[config.mk]
export PLATFORM = sky130hd
export DESIGN_NAME = mips_host_regs
export DESIGN_NICKNAME = d
export VERILOG_FILES = /design/src/rtl/mips_isa_pkg.sv /design/src/rtl/mips_bus_pkg.sv /design/src/rtl/mips_host_regs.sv
export VERILOG_INCLUDE_DIRS = /design/src /design/src/rtl
export SDC_FILE = /design/constraint.sdc
export NUM_CORES = 1
export LEC_CHECK = 0
export BUFFER_PORTS_ARGS = -buffer_cell sky130_fd_sc_hd__clkbuf_2
export CORE_UTILIZATION = 35
export DETAILED_ROUTE_END_ITERATION = 7
export PLACE_DENSITY_LB_ADDON = 0.25
export SETUP_SLACK_MARGIN = 0.5
export SYNTH_ARGS = -nofsm -noshare
export SYNTH_HDL_FRONTEND = slang
export SYNTH_SLANG_ARGS = --single-unit
export TNS_END_PERCENT = 50
[constraint.sdc]
create_clock -name clk -period 2.85 [get_ports clk]
set_clock_uncertainty 0.2 [all_clocks]
set_input_delay 0.1425 -clock clk [delete_from_list [all_inputs] [get_ports clk]]
set_output_delay 0.1425 -clock clk [all_outputs]
set_load 0.05 [all_outputs]
[src/rtl/mips_settings.svh]
`ifndef mips_settings_svh
`define mips_settings_svh

// core reset vector, lands on word 0 as memory decodes only bits 11:2
`define mips_reset_pc 32'h0000_4000

// shared word memory depth
`define mips_mem_words 1024

// host register map, byte offsets
`define mips_reg_ctrl 'h000
`define mips_reg_status 'h004
`define mips_reg_retired 'h008
`define mips_reg_pc 'h00C

// memory window, mips_mem_base up to base + 4 * words - 1
`define mips_mem_base 'h1000

`define mips_axil_addr_w 13 // host byte address width

`endif

[src/rtl/mips_isa_pkg.sv]
package mips_isa_pkg;

	// primary opcodes of the supported subset
	typedef enum logic [5:0] {
		op_r_type = 6'h00,
		op_j = 6'h02,
		op_beq = 6'h04,
		op_addi = 6'h08,
		op_lw = 6'h23,
		op_sw = 6'h2b
	} opcode_e;

	// r-type funct field
	typedef enum logic [5:0] {
		fn_break = 6'h0d, // halts the core
		fn_add = 6'h20,
		fn_sub = 6'h22,
		fn_and = 6'h24,
		fn_or = 6'h25,
		fn_slt = 6'h2a
	} funct_e;

	typedef enum logic [2:0] {alu_add, alu_sub, alu_and, alu_or, alu_slt} alu_op_e;

	// what the fsm asks of the alu, funct defers to the instruction
	typedef enum logic [1:0] {cls_add, cls_sub, cls_funct} alu_class_e;

	typedef struct packed {
		logic [5:0] opcode;
		logic [4:0] rs;
		logic [4:0] rt;
		logic [4:0] rd;
		logic [4:0] shamt; // unused, no shifts
		logic [5:0] funct;
	} r_fmt_t;

	typedef struct packed {
		logic [5:0] opcode;
		logic [4:0] rs;
		logic [4:0] rt;
		logic [15:0] imm16;
	} i_fmt_t;

	typedef struct packed {
		logic [5:0] opcode;
		logic [25:0] target26;
	} j_fmt_t;

	// one instruction word, read through whichever format applies
	typedef union packed {
		r_fmt_t r;
		i_fmt_t i;
		j_fmt_t j;
	} instr_u;

endpackage

[src/rtl/mips_bus_pkg.sv]
`include "mips_settings.svh"

package mips_bus_pkg;
	import mips_isa_pkg::*;

	// one state per memory phase of the multicycle core
	typedef enum logic [3:0] {
		st_fetch, st_decode, st_mem_addr, st_mem_read, st_mem_wb, st_mem_write,
		st_execute, st_alu_wb, st_branch, st_jump, st_halted, st_idle
	} ctrl_state_e;

	typedef struct packed {
		logic pc_write;
		logic pc_write_cond; // pc update only on alu zero
		logic ir_write;
		logic mem_write;
		logic reg_write;
		logic i_or_d; // memory address from alu_out instead of pc
		logic mem_to_reg;
		logic reg_dst; // rd instead of rt
		logic alu_src_a; // reg a instead of pc
		logic [1:0] alu_src_b; // b, 4, imm, imm << 2
		logic [1:0] pc_source; // alu, alu_out, jump target
		alu_class_e alu_class;
	} ctrl_t;

	typedef struct packed {
		logic [`mips_axil_addr_w-1:0] awaddr;
		logic awvalid;
		logic [31:0] wdata;
		logic [3:0] wstrb;
		logic wvalid;
		logic bready;
		logic [`mips_axil_addr_w-1:0] araddr;
		logic arvalid;
		logic rready;
	} axil_req_t;

	typedef struct packed {
		logic awready;
		logic wready;
		logic [1:0] bresp;
		logic bvalid;
		logic arready;
		logic [31:0] rdata;
		logic [1:0] rresp;
		logic rvalid;
	} axil_rsp_t;

endpackage

[src/rtl/mips_host_regs.sv]
`timescale 1ns/1ps
`include "mips_settings.svh"

module mips_host_regs
	import mips_bus_pkg::*;
(
	input logic clk,
	input logic rstb,
	input axil_req_t req,
	output axil_rsp_t rsp,
	output logic start,
	input logic busy,
	input logic halted,
	input logic retire,
	input logic [31:0] pc,
	output logic host_owns,
	output logic [9:0] mem_addr,
	output logic [31:0] mem_wdata,
	output logic [3:0] mem_wstrb,
	output logic mem_we,
	input logic [31:0] mem_rdata
);

	localparam logic [1:0] resp_okay = 2'b00;
	localparam logic [1:0] resp_slverr = 2'b10;

	logic core_busy; // busy, or start already on its way
	logic wr_hs, rd_hs, wr_win, rd_win, wr_is_reg, rd_mapped;
	logic bvalid_q, rvalid_q, rd_mem_q;
	logic [1:0] bresp_q, rresp_q;
	logic [31:0] rdata_q, reg_rdata, retired_q;

	function automatic logic in_window(input logic [`mips_axil_addr_w-1:0] addr);
		return (addr >= `mips_mem_base) && (addr < `mips_mem_base + 4 * `mips_mem_words);
	endfunction

	assign core_busy = busy | start;
	assign host_owns = ~core_busy;

	assign wr_hs = req.awvalid & req.wvalid & ~bvalid_q;
	assign rd_hs = req.arvalid & ~rvalid_q & ~rd_mem_q & ~wr_hs; // write wins the port
	assign wr_win = in_window(req.awaddr) & ~core_busy;
	assign rd_win = in_window(req.araddr) & ~core_busy;
	assign wr_is_reg = req.awaddr inside {`mips_reg_ctrl, `mips_reg_status,
		`mips_reg_retired, `mips_reg_pc};

	assign mem_addr = wr_hs ? req.awaddr[11:2] : req.araddr[11:2];
	assign mem_wdata = req.wdata;
	assign mem_wstrb = req.wstrb;
	assign mem_we = wr_hs & wr_win;

	always_comb begin
		rd_mapped = 1'b1;
		case (req.araddr)
			`mips_reg_ctrl: reg_rdata = '0; // start bit self-clears
			`mips_reg_status: reg_rdata = {30'b0, core_busy, halted};
			`mips_reg_retired: reg_rdata = retired_q;
			`mips_reg_pc: reg_rdata = pc;
			default: begin
				reg_rdata = '0; // unmapped or refused window
				rd_mapped = 1'b0;
			end
		endcase
	end

	always_ff @(posedge clk) begin
		if (!rstb) begin
			start <= 1'b0;
			bvalid_q <= 1'b0;
			rvalid_q <= 1'b0;
			rd_mem_q <= 1'b0;
			retired_q <= '0;
		end else begin
			start <= wr_hs && (req.awaddr == `mips_reg_ctrl) && req.wstrb[0] && req.wdata[0]
				&& !core_busy;
			if (wr_hs)
				bvalid_q <= 1'b1;
			else if (req.bready)
				bvalid_q <= 1'b0;
			rd_mem_q <= rd_hs & rd_win; // sync memory, one extra cycle
			if ((rd_hs && !rd_win) || rd_mem_q)
				rvalid_q <= 1'b1;
			else if (req.rready)
				rvalid_q <= 1'b0;
			if (start)
				retired_q <= '0;
			else if (retire)
				retired_q <= retired_q + 32'd1;
		end
	end

	// response payload
	always_ff @(posedge clk) begin
		if (wr_hs)
			bresp_q <= (wr_win || wr_is_reg) ? resp_okay : resp_slverr;
		if (rd_hs && !rd_win) begin
			rdata_q <= reg_rdata;
			rresp_q <= rd_mapped ? resp_okay : resp_slverr;
		end else if (rd_mem_q) begin
			rdata_q <= mem_rdata;
			rresp_q <= resp_okay;
		end
	end

	assign rsp.awready = wr_hs;
	assign rsp.wready = wr_hs;
	assign rsp.bresp = bresp_q;
	assign rsp.bvalid = bvalid_q;
	assign rsp.arready = rd_hs;
	assign rsp.rdata = rdata_q;
	assign rsp.rresp = rresp_q;
	assign rsp.rvalid = rvalid_q;

endmodule

==> results of run 1 <==
==> layout make-up <==
cell class              instances  area (µm²)
clock buffers                  12         155
clock inverters                 4        45.0
fillers                       968        5070
inverters                       6        22.5
multi-input cells             288        1710
flip-flops and latches         70        1740
well taps                     136         170
repair buffers                239        1580
==> Yosys cell counts <==
cell / number / area (µm²)
ha_1: 1 / 12.5
a21oi_1: 17 / 85.1
nand3_1: 11 / 55.1
or3b_2: 1 / 8.76
nand2b_1: 4 / 25.0
xor2_1: 3 / 26.3
mux2i_1: 31 / 310
nor4_1: 9 / 56.3
o311ai_0: 1 / 8.76
o21a_1: 3 / 22.5
or3_1: 10 / 62.6
nand4_1: 7 / 43.8
a22o_1: 2 / 17.5
buf_4: 43 / 323
dfxtp_1: 36 / 721
nor2b_1: 3 / 18.8
nor3_1: 7 / 35.0
and3_1: 4 / 25.0
nand2_1: 75 / 282
and2_1: 1 / 6.26
o41ai_1: 1 / 8.76
and4_1: 3 / 26.3
o21ai_0: 43 / 215
xnor2_1: 9 / 78.8
or4_1: 9 / 67.6
nand4_2: 1 / 12.5
clkbuf_1: 18 / 67.6
buf_2: 2 / 10.0
mux2_2: 2 / 22.5
inv_1: 6 / 22.5
a21boi_0: 1 / 7.51
nand3_4: 1 / 17.5
conb_1: 1 / 3.75
edfxtp_1: 34 / 1020
buf_1: 2 / 7.51
nor2_1: 18 / 67.6
o31ai_1: 7 / 52.6
nand3b_1: 1 / 7.51
==> layout by cell type (no fill, tap or decap), types with 3 or more instances in the layout <==
master	synthesis	final
clkinv_2	0	3
nand2_1	75	75
nand3_1	11	11
nor2b_1	3	3
o21ai_0	43	43
o31ai_1	7	7
dfxtp_1	36	34
xor2_1	3	3
nor2_1	18	18
nor3_1	7	7
mux2i_1	31	31
or4_1	9	7
dlygate4sd3_1	0	71
o21a_1	3	3
nand2b_1	4	3
edfxtp_1	34	34
inv_1	6	6
a21oi_1	17	17
xnor2_1	9	9
and3_1	4	4
nand4_1	7	7
buf_4	43	12
clkbuf_2	0	155
or3_1	10	10
and4_1	3	3
nor4_1	9	9
clkbuf_8	0	11
==> flip-flops by register name (all words and copies together) (netlist names) <==
| signal | cells |
|---|---|
| bresp_q | 1 |
| rd_mem_q | 1 |
| bvalid_q | 1 |
| retired_q | 32 |
| rvalid_q | 1 |
| start | 1 |
| rdata_q | 32 |
| rresp_q | 1 |
==> metal layers <==
layer | global-route usage [%] | routed length (µm)
met5 | 0 | 0
met4 | 10.5 | 316
met3 | 2.86 | 521
met2 | 31.4 | 5130
met1 | 22.3 | 4580
==> cells by family (layout without fill, tap and decap cells) <==
logic type	Yosys count	after routing	share of synthesized area, %
AND/OR/NAND/NOR	165	165	21.2
AO/OA/AOI/OAI	75	75	10.8
buffers and inverters	71	261	11.1
flip-flops	70	70	45.1
multiplexers	33	33	8.62
XOR/XNOR	12	12	2.72
adder cells (fa/ha/maj)	1	1	0.324
other	1	2	0.0971
==> power by group <==
part | switching (mW) | total, mW | internal, mW
registers | 0.0164 | 1.13 | 1.11
logic | 0.367 | 0.569 | 0.202
clock network | 0.372 | 0.820 | 0.448
total | 0.756 | 2.52 | 1.76
==> metrics by stage <==
stage | cell area, µm² | hold slack, ns | instances | power [mW] | utilization (%)
2_1_floorplan | 3870 | 0.0600 | 429 | 1.62 | -
3_3_place_gp | 4470 | 0.0854 | 663 | 1.64 | 42.5
6_report | 5440 | 0.0240 | 755 | 2.52 | 51.7
4_1_cts | 5380 | 0.00501 | 750 | 2.54 | 51.2
3_5_place_dp | 4470 | 0.0854 | 663 | 1.65 | 42.5
5_1_grt | 5440 | 0.0485 | 755 | 2.63 | 51.7
==> worst max-delay path, stage by stage <==
cell and delay (ns):
dlygate4sd3_1 0.54, clkbuf_2 0.22, nand4_4 0.17, or4_4 0.61, clkbuf_4 0.22, or3_1 0.31
a21oi_1 0.14
==> worst min path at each step <==
stage            start             to  slack, ns  cells past startpoint
6_report       req[55]     bresp_q[1]       0.02                      4
5_1_grt        req[55]     bresp_q[1]       0.05                      4
4_1_cts        req[55]     bresp_q[1]      0.005                      4
3_5_place_dp   req[49]  mem_wdata[28]       0.09                      0
3_3_place_gp   req[49]  mem_wdata[28]       0.09                      0
2_1_floorplan     rstb       rvalid_q       0.06                      1
==> what timing repair did <==
item                                    in CTS  in global routing
pin swaps                                    0                  3
hold endpoints to repair                    39                  0
buffers inserted                             0                  5
resized for setup                            2                  4
endpoints found under the setup margin      10                 11
hold buffers                                71                  0
==> qor.yml, run 1 <==
critical_path:
  reg2reg_depth: 5
  cp_max_fo: 9
  crit_end: "retired_q[15]"
  reg2reg_to: "retired_q[15]"
  r2r_slack_ns: 0.63
  worst_ep_required_time_ns: 2.93
  cp-end-kind: "flip-flop"
  worst_setup_path_start_kind: "input pin"
  timing.rr.start: "retired_q[2]"
  worstSetupPathType: "in2reg"
  critPathLaunch: "retire"
  cp_data_arrival_time_ns: 2.35
timing:
  rsz0062_at_grt: "true"
  min_period_ns: 2.26
  worst_slack_ns: 0.585
  finalCritPeriodShare_pct: 79.5
  final.setup.tns_ns: 0
  max_freq_ghz: 0.442
  hold_viol: 0
  setup_viol: 0
  slew_violations: 0
  max-slew-margin-rel_pct: 40.9
  tightest_slew_ns: 0.886
layout:
  nNetsFinal: 751
  area.growth.synth_to_final_pct: 40.8
  antenna_cells: 0
  drive_gt1_share_pct: 31.3
global_route:
  grt_pass1_vias: 3444
  grt_antenna_before_repair: 0
  track_usage_pct: 18.5
  grt-ovfl-total: 0
  grt_first_pass_wirelength_um: 16500
  grt_max_degree: 35
routing:
  wire_per_inst_um: 14.0
  vias: 3666
  dr.pass1.iters: 4
  vias_per_cell: 4.86
  drc: 0
  dr.first_iter.drc_count: 153
  antenna_left: 0
  wl_um: 10600
yosys:
  syn_avg_cell_area_um2: 9.02
  post_synth_num_cell_types: 38
  seq_area_frac_synth_pct: 45.1
  syn-cell-area_um2: 3860
  synth-seq-cells: 70
  yosys_warnings: 0
  syn_inst: 428
die:
  dieWidth_um: 107
  die_area_um2: 11500
  start_util_pct: 36.7
  rows: 37
  die_h_um: 107
  io-pin-count: 226
  coreArea_um2: 10500
power_and_ir_drop:
  p_leak_nw: 2.35
  irDropWorstVdd_mv: 0.224
  power_density_nw_per_um2: 463
place:
  port_buffers: 155
  gp_congestion: 0.868
  dpl.hpwl_um: 7260
  pre_cts_ws_ns: 0.393
status:
  status: "completed"
clock_tree:
  cts.clk_slew.worst_paths_ns: 0.08
  cts_tree: "yes"
  cts.sinks: 70
  clockBufferDepth: 2
  cts_root_buffer: "clkbuf_8"
  numCtsBuffers: 9
  insertion_delay_ns: 0.35
  cts.htree.levels: 3
run:
  maxCapViolCount: 0
hold_path:
  hold_class: "in2reg"
Note: power is estimated with default switching activity, not from simulation.
==> inputs of run 2 (changes only) <==
clock period = 1.9 ns   (was 2.85 ns; I/O delays follow)
==> run 2 against run 1 <==
The run now ends with negative hold slack, negative setup slack left. Via count up 20%. Die area unchanged. Clock power up 50%. Combinational power up 150%. Cell area up 34%. Sequential share of layout area down 7.8 points. Power up 72%. Clock-buffer cell count down 2. Worst hold slack worse by 0.15 ns. First-iteration DRC count up 22%. Global-route usage up 4.3 points. Register-to-register slack worse by 0.83 ns. Critical endpoint is now retired_q[23]. Largest cell class is now buffers.
==> qor.yml, run 2 (synthesized netlist as in run 1, its figures left out) <==
critical_path:
  worst_setup_path_start_kind: "flip-flop"
  crit_slowest_cell: "or4_4"
  cp-end-kind: "flip-flop"
  critPathBufInv: 1
  worstSetupPathType: "reg2reg"
  slowest_delay_ns: 0.58
  cp_data_arrival_time_ns: 2.18
  crit_family: "simple AND/OR/NAND/NOR gates"
  cp_max_fo: 12
  cp_cell_sequence: "nand4_1, or4_4, buf_8, or4_1, a21oi_1"
  worst_ep_required_time_ns: 1.98
power_and_ir_drop:
  power_density_nw_per_um2: 595
  seqPwrFrac_pct: 38.9
  p_clk_share_pct: 28.4
  p_comb_share_pct: 32.7
  p_leak_nw: 3.16
  intPower_mw: 2.87
  swShare_pct: 33.9
  irDropWorstVdd_mv: 0.329
  p_switching_mw: 1.47
die:
  coreArea_um2: 10500
  dieWidth_um: 107
  start_util_pct: 36.7
  die_h_um: 107
  io-pin-count: 226
  die_area_um2: 11500
  rows: 37
routing:
  vias: 4398
  vias_per_cell: 5.12
  wire_per_inst_um: 16.8
  dr.pass1.iters: 5
  drc: 0
  wl_um: 14500
  dr.first_iter.drc_count: 187
  antenna_left: 0
timing:
  tightest_slew_ns: 0.541
  max-slew-margin-rel_pct: 63.8
  setup_viol: 17
  worst_slack_ns: -0.203
  min_period_ns: 2.10
  rsz0062_at_grt: "true"
  finalCritPeriodShare_pct: 111
  hold_viol: 2
  hold_ws_ns: -0.122
  max_freq_ghz: 0.476
  slew_violations: 0
global_route:
  grt_max_degree: 31
  grt_antenna_before_repair: 0
  track_usage_pct: 22.8
  grt-ovfl-total: 0
  grt_pass1_vias: 4117
  grt_first_pass_wirelength_um: 20000
run:
  maxCapViolCount: 0
clock_tree:
  hold_buffers: 111
  clockBufferDepth: 2
  insertion_delay_ns: 0.35
  cts.htree.levels: 3
  cts_root_buffer: "clkbuf_8"
  cts.sinks: 70
  numCtsBuffers: 9
  cts.clk_slew.worst_paths_ns: 0.08
  cts_tree: "yes"
status:
  status: "finished, violations left"
  violations: "negative hold slack, negative setup slack"
layout:
  reg_top3: "rdata_q (32), retired_q (32)"
  nNetsFinal: 855
  final_cell_mix: "139 x clkbuf_2, 111 x dlygate4sd3_1, 37 x nand2_2, 34 x edfxtp_1, 34 x buf_4"
  final_common_cell: "clkbuf_2"
  drive_gt1_share_pct: 50.3
  area.growth.synth_to_final_pct: 89.0
  fillers: 781
  antenna_cells: 0
place:
  pre_cts_ws_ns: -0.176
  dpl.hpwl_um: 8180
  gp_congestion: 0.822
  port_buffers: 155
hold_path:
  hold_class: "in2reg"
[run 2: cell types whose count changed in the layout (fill, tap and decap cells not counted), sizes merged]
| cell | delta |
|---|---|
| buf | +67 |
| clkbuf | -11 |
| clkinv | -1 |
| clkinvlp | +5 |
| dlygate4sd3 | +40 |
| inv | -1 |
| nand2b | +5 |
[run 2: worst paths after layout]
| check | cells past startpoint | end | start | slack, ns |
|---|---|---|---|---|
| setup reg to reg | 5 | retired_q[23] | retired_q[9] | -0.20 |
| hold reg to reg | 2 | retired_q[24] | retired_q[24] | 0.31 |
| hold / removal | 4 | start | req[60] | -0.12 |
| setup / recovery | 5 | retired_q[23] | retired_q[9] | -0.20 |
[run 2: worst reg2reg max path, stage by stage, from the launching register on]
cell,delay [ns]
dfxtp_2,0.34
nand4_1,0.16
or4_4,0.58
buf_8,0.16
or4_1,0.47
a21oi_1,0.13
[run 2: metrics by stage]
| stage | utilization [%] | cell area (µm²) | std cells | total power [mW] | setup TNS, ns |
|---|---|---|---|---|---|
| floorplan | - | 3960 | 429 | 2.45 | -0.268 |
| global placement | 45.7 | 4800 | 695 | 2.50 | -0.826 |
| detailed placement | 45.7 | 4800 | 695 | 2.51 | -1.37 |
| CTS | 65.0 | 6830 | 847 | 4.21 | -1.86 |
| global route | 69.4 | 7300 | 859 | 4.51 | -3.17 |
| finish | 69.4 | 7300 | 859 | 4.34 | -2.17 |
[run 2: final cells by class]
type | instances | area, µm² | share of cell area, %
Inverter | 6 | 26.3 | 0.360
Multi-Input combinational cell | 293 | 2270 | 31.1
Timing Repair Buffer | 337 | 2850 | 39.1
Tap cell | 136 | 170 | 2.33
Clock inverter | 6 | 61.3 | 0.840
Clock buffer | 10 | 138 | 1.89
Sequential cell | 70 | 1770 | 24.2
Timing Repair inverter | 1 | 7.51 | 0.103
[run 2: layer usage]
metal | vias up | share of wire (%) | track usage (%)
met5 | - | 0 | 0
met4 | 0 | 1.7 | 9.69
met3 | 21 | 5.3 | 3.22
met2 | 200 | 52 | 41.7
met1 | 2104 | 41 | 26.4
li1 | 2073 | - | -
[run 2: timing repair]
action,4_1_cts,5_1_grt
gates cloned,6,5
endpoints found under the hold margin,74,2
setup buffers,19,7
resized for setup,148,85
setup endpoints to repair,111,112
pin swaps,60,46
[run 2: power groups by stage]
stage	combinational, mW	clock, mW	sequential [mW]
after global routing	1.48	1.33	1.70
after floorplan	0.532	0	1.92
after detailed placement	0.784	0	1.72
after global placement	0.776	0	1.72
after CTS	1.27	1.26	1.69
final	1.42	1.23	1.69
